### config.mk
export PLATFORM = sky130hd
export DESIGN_NAME = bdHostTop
export DESIGN_NICKNAME = d
export VERILOG_FILES = /design/src/bdHostPkg.sv /design/src/axilPipeSlave.sv /design/src/bdHostTop.sv /design/src/cmdDecoder.sv /design/src/upPacker.sv
export SDC_FILE = /design/constraint.sdc
export NUM_CORES = 2
export LEC_CHECK = 0
export BUFFER_PORTS_ARGS = -buffer_cell sky130_fd_sc_hd__buf_4
export CAP_MARGIN = 20
export CORE_MARGIN = 2
export CORE_UTILIZATION = 56
export CTS_BUF_LIST = sky130_fd_sc_hd__clkbuf_4 sky130_fd_sc_hd__clkbuf_8 sky130_fd_sc_hd__clkbuf_16
export CTS_CLUSTER_SIZE = 30
export DETAILED_ROUTE_END_ITERATION = 7
export PLACE_DENSITY = 0.72
export SYNTH_ARGS = -nofsm -noshare
export SYNTH_HDL_FRONTEND = slang
export SYNTH_HIERARCHICAL = 1
export SYNTH_SLANG_ARGS = --single-unit
### constraint.sdc
create_clock -name sysClk -period 6.5 [get_ports sysClk]
set_clock_uncertainty 0.15 [all_clocks]
set_input_delay 0.65 -clock sysClk [delete_from_list [all_inputs] [get_ports sysClk]]
set_output_delay 0.65 -clock sysClk [all_outputs]
set_load 0.01 [all_outputs]
### src/bdHostPkg.sv
package bdHostPkg;

  // ------------------------------------------------------------------------
  // Command word, as written by the host to the pipe-in address
  // ------------------------------------------------------------------------
  typedef enum logic [1:0] {
    downSend = 2'b00,  // Code + payload to the board
    badKind  = 2'b01,  // Not a command, dropped
    regSet   = 2'b10,  // Config register write
    chanSet  = 2'b11   // Channel entry write
  } cmdKind;

  // Register / channel write layout
  typedef struct packed {
    cmdKind      kind;
    logic        spareA;
    logic [4:0]  idx;     // Register or channel number
    logic [7:0]  spareB;
    logic [15:0] data;
  } cfgFields;

  // Downstream send layout
  typedef struct packed {
    cmdKind      kind;
    logic [5:0]  code;
    logic [3:0]  spare;
    logic [19:0] payload;
  } sendFields;

  // Same 32 bits, two decodings
  typedef union packed {
    cfgFields  cfgView;
    sendFields sendView;
  } cmdWord;

  // ------------------------------------------------------------------------
  // Board links
  // ------------------------------------------------------------------------
  typedef struct packed {
    logic [5:0]  code;
    logic [19:0] payload;
  } downWord;  // 26 bits toward the board

  typedef logic [33:0] upWord;  // Raw word from the board

  localparam logic [7:0] tagByte = 8'hff;  // Top byte of every packed half

  // Host address map, byte addresses
  localparam logic [11:0] addrPipeIn   = 12'h000;
  localparam logic [11:0] addrPipeOut  = 12'h004;
  localparam logic [11:0] addrStatus   = 12'h008;
  localparam logic [11:0] addrRegBase  = 12'h100;
  localparam logic [11:0] addrChanBase = 12'h180;

  localparam logic [1:0] respOkay   = 2'b00;
  localparam logic [1:0] respSlvErr = 2'b10;

  localparam int cntBits = 16;  // Width of the pipe-out fill count

  // ------------------------------------------------------------------------
  // AXI4-Lite, host side bundles
  // ------------------------------------------------------------------------
  typedef struct packed {
    logic [11:0] awAddr;
    logic        awValid;
    logic [31:0] wData;
    logic        wValid;
    logic        bReady;
    logic [11:0] arAddr;
    logic        arValid;
    logic        rReady;
  } axilReq;

  typedef struct packed {
    logic        awReady;
    logic        wReady;
    logic [1:0]  bResp;
    logic        bValid;
    logic        arReady;
    logic [31:0] rData;
    logic [1:0]  rResp;
    logic        rValid;
  } axilRsp;

endpackage

### src/axilPipeSlave.sv
`timescale 1ns/1ps

module axilPipeSlave import bdHostPkg::*; #(
  parameter int inDepth = 8
) (
  input  logic               sysClk,
  input  logic               rst,
  input  axilReq             axiIn,
  output axilRsp             axiOut,
  output logic               cmdValid,
  output cmdWord             cmdData,
  input  logic               cmdReady,
  output logic [4:0]         regRdIdx,
  output logic [4:0]         chanRdIdx,
  input  logic [15:0]        regRdData,
  input  logic [15:0]        chanRdData,
  input  logic               outValid,
  input  logic [31:0]        outData,
  input  logic [cntBits-1:0] outCount,
  output logic               outPop
);

  localparam int ptrW = $clog2(inDepth);
  localparam logic [ptrW:0] inFull = (ptrW+1)'(inDepth);

  logic            liveQ;     // Holds readies low through reset
  cmdWord          inMem [inDepth];
  logic [ptrW-1:0] inWrPtr;
  logic [ptrW-1:0] inRdPtr;
  logic [ptrW:0]   inCount;
  logic            inPush;
  logic            inPop;
  logic            wrIsPipe;
  logic            wrAccept;
  logic            bValidQ;
  logic [1:0]      bRespQ;
  logic            arReady;
  logic            rdFire;
  logic            rValidQ;
  logic [1:0]      rRespQ;
  logic [31:0]     rDataQ;
  logic [31:0]     rdData;
  logic [1:0]      rdResp;
  logic            rdPop;

  always_ff @(posedge sysClk) begin
    if (rst) liveQ <= 1'b0;
    else     liveQ <= 1'b1;
  end

  // ------------------------------------------------------------------------
  // Write channel, address and data taken together
  // ------------------------------------------------------------------------
  assign wrIsPipe = (axiIn.awAddr == addrPipeIn);
  assign wrAccept = liveQ && axiIn.awValid && axiIn.wValid && !bValidQ &&
                    (!wrIsPipe || inCount != inFull);  // Stall only on full pipe-in
  assign inPush   = wrAccept && wrIsPipe;              // Other addresses dropped

  always_ff @(posedge sysClk) begin
    if (rst) begin
      bValidQ <= 1'b0;
      bRespQ  <= respOkay;
    end else if (wrAccept) begin
      bValidQ <= 1'b1;
      bRespQ  <= wrIsPipe ? respOkay : respSlvErr;
    end else if (axiIn.bReady) begin
      bValidQ <= 1'b0;  // Response taken
    end
  end

  // Pipe-in queue
  assign cmdValid = (inCount != '0);
  assign cmdData  = inMem[inRdPtr];  // Head word
  assign inPop    = cmdValid && cmdReady;

  always_ff @(posedge sysClk) begin
    if (inPush) inMem[inWrPtr] <= cmdWord'(axiIn.wData);
  end

  always_ff @(posedge sysClk) begin
    if (rst) begin
      inWrPtr <= '0;
      inRdPtr <= '0;
      inCount <= '0;
    end else begin
      if (inPush) inWrPtr <= inWrPtr + 1'b1;  // Wraps, depth is 2^n
      if (inPop)  inRdPtr <= inRdPtr + 1'b1;
      case ({inPush, inPop})
        2'b10:   inCount <= inCount + 1'b1;
        2'b01:   inCount <= inCount - 1'b1;
        default: inCount <= inCount;          // Both or neither
      endcase
    end
  end

  // ------------------------------------------------------------------------
  // Read channel
  // ------------------------------------------------------------------------
  assign arReady   = liveQ && !rValidQ;  // One read in flight
  assign rdFire    = arReady && axiIn.arValid;
  assign regRdIdx  = axiIn.arAddr[6:2];  // Word index inside either bank
  assign chanRdIdx = axiIn.arAddr[6:2];

  // Address decode for readback
  always_comb begin
    rdData = '0;
    rdResp = respSlvErr;  // Unmapped default
    rdPop  = 1'b0;
    if (axiIn.arAddr == addrPipeOut) begin
      if (outValid) begin
        rdData = outData;
        rdResp = respOkay;
        rdPop  = 1'b1;
      end
    end else if (axiIn.arAddr == addrStatus) begin
      rdData = 32'(outCount);
      rdResp = respOkay;
    end else if (axiIn.arAddr[11:7] == addrRegBase[11:7] && axiIn.arAddr[1:0] == 2'b00) begin
      rdData = 32'(regRdData);
      rdResp = respOkay;
    end else if (axiIn.arAddr[11:7] == addrChanBase[11:7] && axiIn.arAddr[1:0] == 2'b00) begin
      rdData = 32'(chanRdData);
      rdResp = respOkay;
    end
  end

  assign outPop = rdFire && rdPop;  // Pop only on an accepted read

  always_ff @(posedge sysClk) begin
    if (rst) begin
      rValidQ <= 1'b0;
    end else if (rdFire) begin
      rValidQ <= 1'b1;
    end else if (axiIn.rReady) begin
      rValidQ <= 1'b0;
    end
  end

  always_ff @(posedge sysClk) begin
    if (rdFire) begin
      rDataQ <= rdData;
      rRespQ <= rdResp;
    end
  end

  always_comb begin
    axiOut.awReady = wrAccept;
    axiOut.wReady  = wrAccept;  // Same pulse on both
    axiOut.bResp   = bRespQ;
    axiOut.bValid  = bValidQ;
    axiOut.arReady = arReady;
    axiOut.rData   = rDataQ;
    axiOut.rResp   = rRespQ;
    axiOut.rValid  = rValidQ;
  end

endmodule

### src/bdHostTop.sv
`timescale 1ns/1ps

module bdHostTop import bdHostPkg::*; #(
  parameter int inDepth  = 8,   // Pipe-in entries, power of two
  parameter int outDepth = 16   // Pipe-out entries, power of two
) (
  input  logic    sysClk,
  input  logic    rst,
  input  axilReq  axiIn,
  output axilRsp  axiOut,
  output logic    dnValid,
  output downWord dnData,
  input  logic    dnReady,
  input  logic    upValid,
  input  upWord   upData,
  output logic    upReady
);

  // ------------------------------------------------------------------------
  // Internal links
  // ------------------------------------------------------------------------
  logic               cmdValid;   // Slave to decoder
  cmdWord             cmdData;
  logic               cmdReady;
  logic [4:0]         regRdIdx;   // Bank readback
  logic [4:0]         chanRdIdx;
  logic [15:0]        regRdData;
  logic [15:0]        chanRdData;
  logic               outValid;   // Packer queue head
  logic [31:0]        outData;
  logic [cntBits-1:0] outCount;
  logic               outPop;

  // Host side
  axilPipeSlave #(.inDepth(inDepth)) uSlave (
    .sysClk, .rst, .axiIn, .axiOut,
    .cmdValid, .cmdData, .cmdReady,
    .regRdIdx, .chanRdIdx, .regRdData, .chanRdData,
    .outValid, .outData, .outCount, .outPop
  );

  // Command processing and downstream link
  cmdDecoder uDecoder (
    .sysClk, .rst,
    .cmdValid, .cmdData, .cmdReady,
    .regRdIdx, .chanRdIdx, .regRdData, .chanRdData,
    .dnValid, .dnData, .dnReady
  );

  // Upstream link into the pipe-out queue
  upPacker #(.outDepth(outDepth)) uPacker (
    .sysClk, .rst,
    .upValid, .upData, .upReady,
    .outValid, .outData, .outCount, .outPop
  );

endmodule

### src/cmdDecoder.sv
`timescale 1ns/1ps

module cmdDecoder import bdHostPkg::*; (
  input  logic        sysClk,
  input  logic        rst,
  input  logic        cmdValid,
  input  cmdWord      cmdData,
  output logic        cmdReady,
  input  logic [4:0]  regRdIdx,
  input  logic [4:0]  chanRdIdx,
  output logic [15:0] regRdData,
  output logic [15:0] chanRdData,
  output logic        dnValid,
  output downWord     dnData,
  input  logic        dnReady
);

  localparam logic [4:0] nopIdx = 5'd31;  // Padding target, never stored

  logic [15:0] regBank  [32];
  logic [15:0] chanBank [32];
  logic        cmdTake;
  cmdKind      kind;
  logic        isReg;
  logic        isChan;
  logic        isSend;

  // ------------------------------------------------------------------------
  // Command acceptance
  // ------------------------------------------------------------------------
  // Output slot frees in the same cycle it is taken downstream
  assign cmdReady = !dnValid || dnReady;
  assign cmdTake  = cmdValid && cmdReady;

  assign kind   = cmdData.cfgView.kind;  // Kind sits at the top in both views
  assign isReg  = cmdTake && (kind == regSet);
  assign isChan = cmdTake && (kind == chanSet);
  assign isSend = cmdTake && (kind == downSend);
  // badKind falls through, word is consumed and nothing else happens

  // Config banks
  always_ff @(posedge sysClk) begin
    if (rst) begin
      for (int i = 0; i < 32; i++) begin
        regBank[i]  <= '0;
        chanBank[i] <= '0;
      end
    end else begin
      if (isReg && cmdData.cfgView.idx != nopIdx)
        regBank[cmdData.cfgView.idx] <= cmdData.cfgView.data;
      if (isChan)
        chanBank[cmdData.cfgView.idx] <= cmdData.cfgView.data;  // All 32 usable
    end
  end

  assign regRdData  = regBank[regRdIdx];    // Readback lookups for the slave
  assign chanRdData = chanBank[chanRdIdx];

  // ------------------------------------------------------------------------
  // Downstream output register
  // ------------------------------------------------------------------------
  always_ff @(posedge sysClk) begin
    if (rst) begin
      dnValid <= 1'b0;
    end else if (isSend) begin
      dnValid <= 1'b1;  // Reload, even back to back
    end else if (dnReady) begin
      dnValid <= 1'b0;
    end
  end

  // Payload, loaded only on a send
  always_ff @(posedge sysClk) begin
    if (isSend) begin
      dnData.code    <= cmdData.sendView.code;
      dnData.payload <= cmdData.sendView.payload;
    end
  end

endmodule

### src/upPacker.sv
`timescale 1ns/1ps

module upPacker import bdHostPkg::*; #(
  parameter int outDepth = 16
) (
  input  logic               sysClk,
  input  logic               rst,
  input  logic               upValid,
  input  upWord              upData,
  output logic               upReady,
  output logic               outValid,
  output logic [31:0]        outData,
  output logic [cntBits-1:0] outCount,
  input  logic               outPop
);

  localparam int ptrW = $clog2(outDepth);
  localparam logic [ptrW:0] roomLimit = (ptrW+1)'(outDepth - 2);  // Two free slots

  logic            liveQ;
  logic [31:0]     outMem [outDepth];
  logic [ptrW-1:0] wrPtr;
  logic [ptrW-1:0] rdPtr;
  logic [ptrW:0]   count;
  logic            upFire;
  logic            halfPending;  // High word still waiting
  logic [31:0]     hiBuf;
  logic            outPush;
  logic            outTake;
  logic [31:0]     pushData;

  always_ff @(posedge sysClk) begin
    if (rst) liveQ <= 1'b0;
    else     liveQ <= 1'b1;
  end

  // ------------------------------------------------------------------------
  // Split into tagged halves
  // ------------------------------------------------------------------------
  assign upReady = liveQ && !halfPending && (count <= roomLimit);
  assign upFire  = upValid && upReady;

  always_ff @(posedge sysClk) begin
    if (rst)         halfPending <= 1'b0;
    else if (upFire) halfPending <= 1'b1;
    else             halfPending <= 1'b0;  // High half goes out next cycle
  end

  always_ff @(posedge sysClk) begin
    if (upFire) hiBuf <= {tagByte, 14'd0, upData[33:24]};
  end

  // Low half first, high half one cycle later
  assign outPush  = upFire || halfPending;
  assign pushData = halfPending ? hiBuf : {tagByte, upData[23:0]};

  // Pipe-out queue
  assign outValid = (count != '0);
  assign outData  = outMem[rdPtr];
  assign outTake  = outPop && outValid;
  assign outCount = cntBits'(count);

  always_ff @(posedge sysClk) begin
    if (outPush) outMem[wrPtr] <= pushData;
  end

  always_ff @(posedge sysClk) begin
    if (rst) begin
      wrPtr <= '0;
      rdPtr <= '0;
      count <= '0;
    end else begin
      if (outPush) wrPtr <= wrPtr + 1'b1;
      if (outTake) rdPtr <= rdPtr + 1'b1;
      case ({outPush, outTake})
        2'b10:   count <= count + 1'b1;
        2'b01:   count <= count - 1'b1;
        default: count <= count;
      endcase
    end
  end

endmodule
==> impl_metrics.json <==
{
  "status": "finished, final reports clean",
  "final-setup-viol-count": 0,
  "crit_fanout": 37,
  "power.leakage_uw": 0.0308,
  "startpoint_type": "register",
  "antenna_left": 0,
  "gp_congestion": 0.900,
  "path_buf_inv": 1,
  "clockPowerShare": 0.420,
  "synth_area_per_cell_um2": 15.5,
  "layout_setup_ws_ps": 1970,
  "wirelength_mm": 181,
  "worstPathArrival_ps": 4850,
  "wire_per_inst_um": 26.2,
  "period_needed_ps": 4530,
  "grt_start_max_net_pins": 97,
  "p_int_uw": 18600,
  "hold_viol_final": 0,
  "drive_above_1_share": 0.179,
  "cts_max_path_buffers": 3,
  "crit_cells": 8,
  "cts-buffers-inserted": 174,
  "die_area_um2": 138000,
  "dp_hpwl_mm": 103,
  "drt-pass1-iter-count": 6,
  "slew_headroom": 0.153,
  "min_delay_path_depth": 5,
  "ir_drop_uv": 306,
  "tightest_slew_ps": 1260,
  "maxSlewViolCount": 0,
  "cp.required_ps": 6820,
  "cts_root_buffer": "clkbuf_16",
  "start_util": 0.566,
  "regArea_um2": 51800,
  "pre_cts_ws_ps": 2000,
  "chipWidth_um": 372,
  "fillers": 9449,
  "diodes": 0,
  "synthCells": 4898,
  "ys_warn_count": 6,
  "path_cells": "buf_4 > mux4_2 > mux2_2 > nor2b_2 > and4_4 > nand2_4 > nor2_1 > or2_2",
  "die_h_um": 372,
  "syn_to_final_growth_pct": 11.6,
  "crit_family": "simple AND/OR/NAND/NOR gates",
  "antenna_found_initial": 0,
  "hold_slack_ps": 169,
  "std_cell_rows": 134,
  "nets": 5110,
  "cts_tree": "yes",
  "grt_pass1_vias": 40800,
  "period_share": 0.697,
  "grt_usage": 0.261,
  "switchingPower_uw": 5100,
  "io_pins": 168,
  "cp_slowest_cell": "dfxtp_2",
  "pwr-share-comb": 0.047,
  "p_per_area_nw_per_um2": 280,
  "viasPerCell": 6.02,
  "maxCapViolCount": 0,
  "cts_resized": 0,
  "drc": 0,
  "slowest_delay_ps": 980,
  "grt_pass1_wl_mm": 263,
  "p_total_uw": 23700,
  "fmaxAchievable_mhz": 221,
  "via_count": 41600,
  "setup_tns_ps": 0,
  "pwr-share-seq": 0.533,
  "clkLatencyLatePin_ps": 820,
  "multi_input_area_um2": 22200,
  "p_sw_frac": 0.215,
  "clkSlewWorstSetupHoldPaths_ps": 60,
  "port_buffers": 161,
  "h-tree-depth": 4,
  "grt_overflow_total": 0,
  "cp-end-kind": "register",
  "netlist_area_um2": 75800,
  "reg2regPathDepth": 8,
  "core-area_um2": 134000,
  "cts.sink_count": 1738,
  "min_path_type": "in -> reg",
  "worstSetupPathType": "reg -> reg",
  "drt-initial-drc-count": 4572,
  "rsz0062_at_grt": "false"
}
==> area by class of cell <==
cell class,count,area share
sequential,1738,0.613
multi-input combinational,2760,0.263
clock buffer,227,0.0569
timing repair buffer,307,0.0301
tap,1768,0.0261
clock inverter,91,0.0111
inverter,15,0.000665
==> flip-flops by register name, indices dropped and copies added, names as in the netlist, named ones only <==
name / flops
uPacker/hiBuf: 10
uPacker/outMem: 384
uSlave/rValidQ: 1
uSlave/bRespQ: 1
uPacker/wrPtr: 4
uDecoder/chanBank: 512
uDecoder/dnData: 26
uPacker/rdPtr: 4
uSlave/inWrPtr: 3
uDecoder/dnValid: 1
uPacker/count: 5
uPacker/liveQ: 1
uSlave/bValidQ: 1
uSlave/inCount: 4
uDecoder/regBank: 512
uSlave/rRespQ: 1
uSlave/liveQ: 1
uSlave/rDataQ: 32
uSlave/inRdPtr: 3
uSlave/inMem: 224
uPacker/halfPending: 1
==> stage by stage <==
stage	std cells	area, um^2	utilization
final	6906	84600	0.632
after global routing	6906	84600	0.632
after CTS	6899	84500	0.631
after detailed placement	6539	78400	0.585
after global placement	6539	78400	0.585
after floorplan	4931	75900	-
==> power by group through the flow <==
stage / Combinational, uW / Clock (uW) / Sequential [uW]
after floorplan: 674 / 0 / 12800
after global placement: 1050 / 0 / 12800
after detailed placement: 1070 / 0 / 12900
after CTS: 1100 / 10100 / 12600
after global routing: 1170 / 10500 / 12600
final: 1110 / 9960 / 12600
==> final timing paths <==
kind                                  from                                     end  slack (ps)
min                              axiIn[49]          uSlave/inWrPtr[1]$_SDFFE_PP0P_         170
max reg2reg                       register  uDecoder/chanBank[17][2]$_SDFFCE_PN0P_        1970
min reg2reg  uSlave/bRespQ[1]$_SDFFE_PP0P_           uSlave/bRespQ[1]$_SDFFE_PP0P_         320
max                               register  uDecoder/chanBank[17][2]$_SDFFCE_PN0P_        1970
==> per-layer routing <==
metal / GRT usage / up-vias / routed length [um]
li1: - / 18400 / -
met1: 0.370 / 21100 / 74900
met2: 0.418 / 1769 / 86600
met3: 0.0442 / 291 / 14300
met4: 0.0810 / 0 / 5240
met5: 0 / - / 0
==> cells in the final DEF, fill, tap and decap left out, types with 14 or more instances in the layout <==
cell type and count:
and3_1 19, nor2_4 45, a22oi_1 176, nor2_2 15, a31oi_1 32, clkinv_1 37
mux2i_1 531, a21oi_1 83, a22o_1 64, or2_2 66, ha_1 14, clkbuf_4 48
nand2_1 120, nor2b_1 19, a211oi_1 18, nor3_1 50, dlygate4sd3_1 42, nand3_1 74
inv_1 15, nand4_1 34, dfxtp_1 33, clkbuf_16 177, buf_4 253, nor2_1 48
edfxtp_1 1701, and2_1 1012, conb_1 37, mux2_2 39, mux4_2 152, clkinv_2 20
==> tightest hold or removal path, delay by kind of cell <==
kind | cells | cell delay (ps)
AO/OA/AOI/OAI | 1 | 60
AND/OR/NAND/NOR | 3 | 300
buffers and inverters | 1 | 80
==> what timing repair did <==
item / 4_1_cts / 5_1_grt
endpoints found under the hold margin: 237 / 0
hold buffers: 42 / 0
setup endpoints to repair: 0 / 0
setup buffers: 0 / 0
Power figures use the tool's default switching activity.
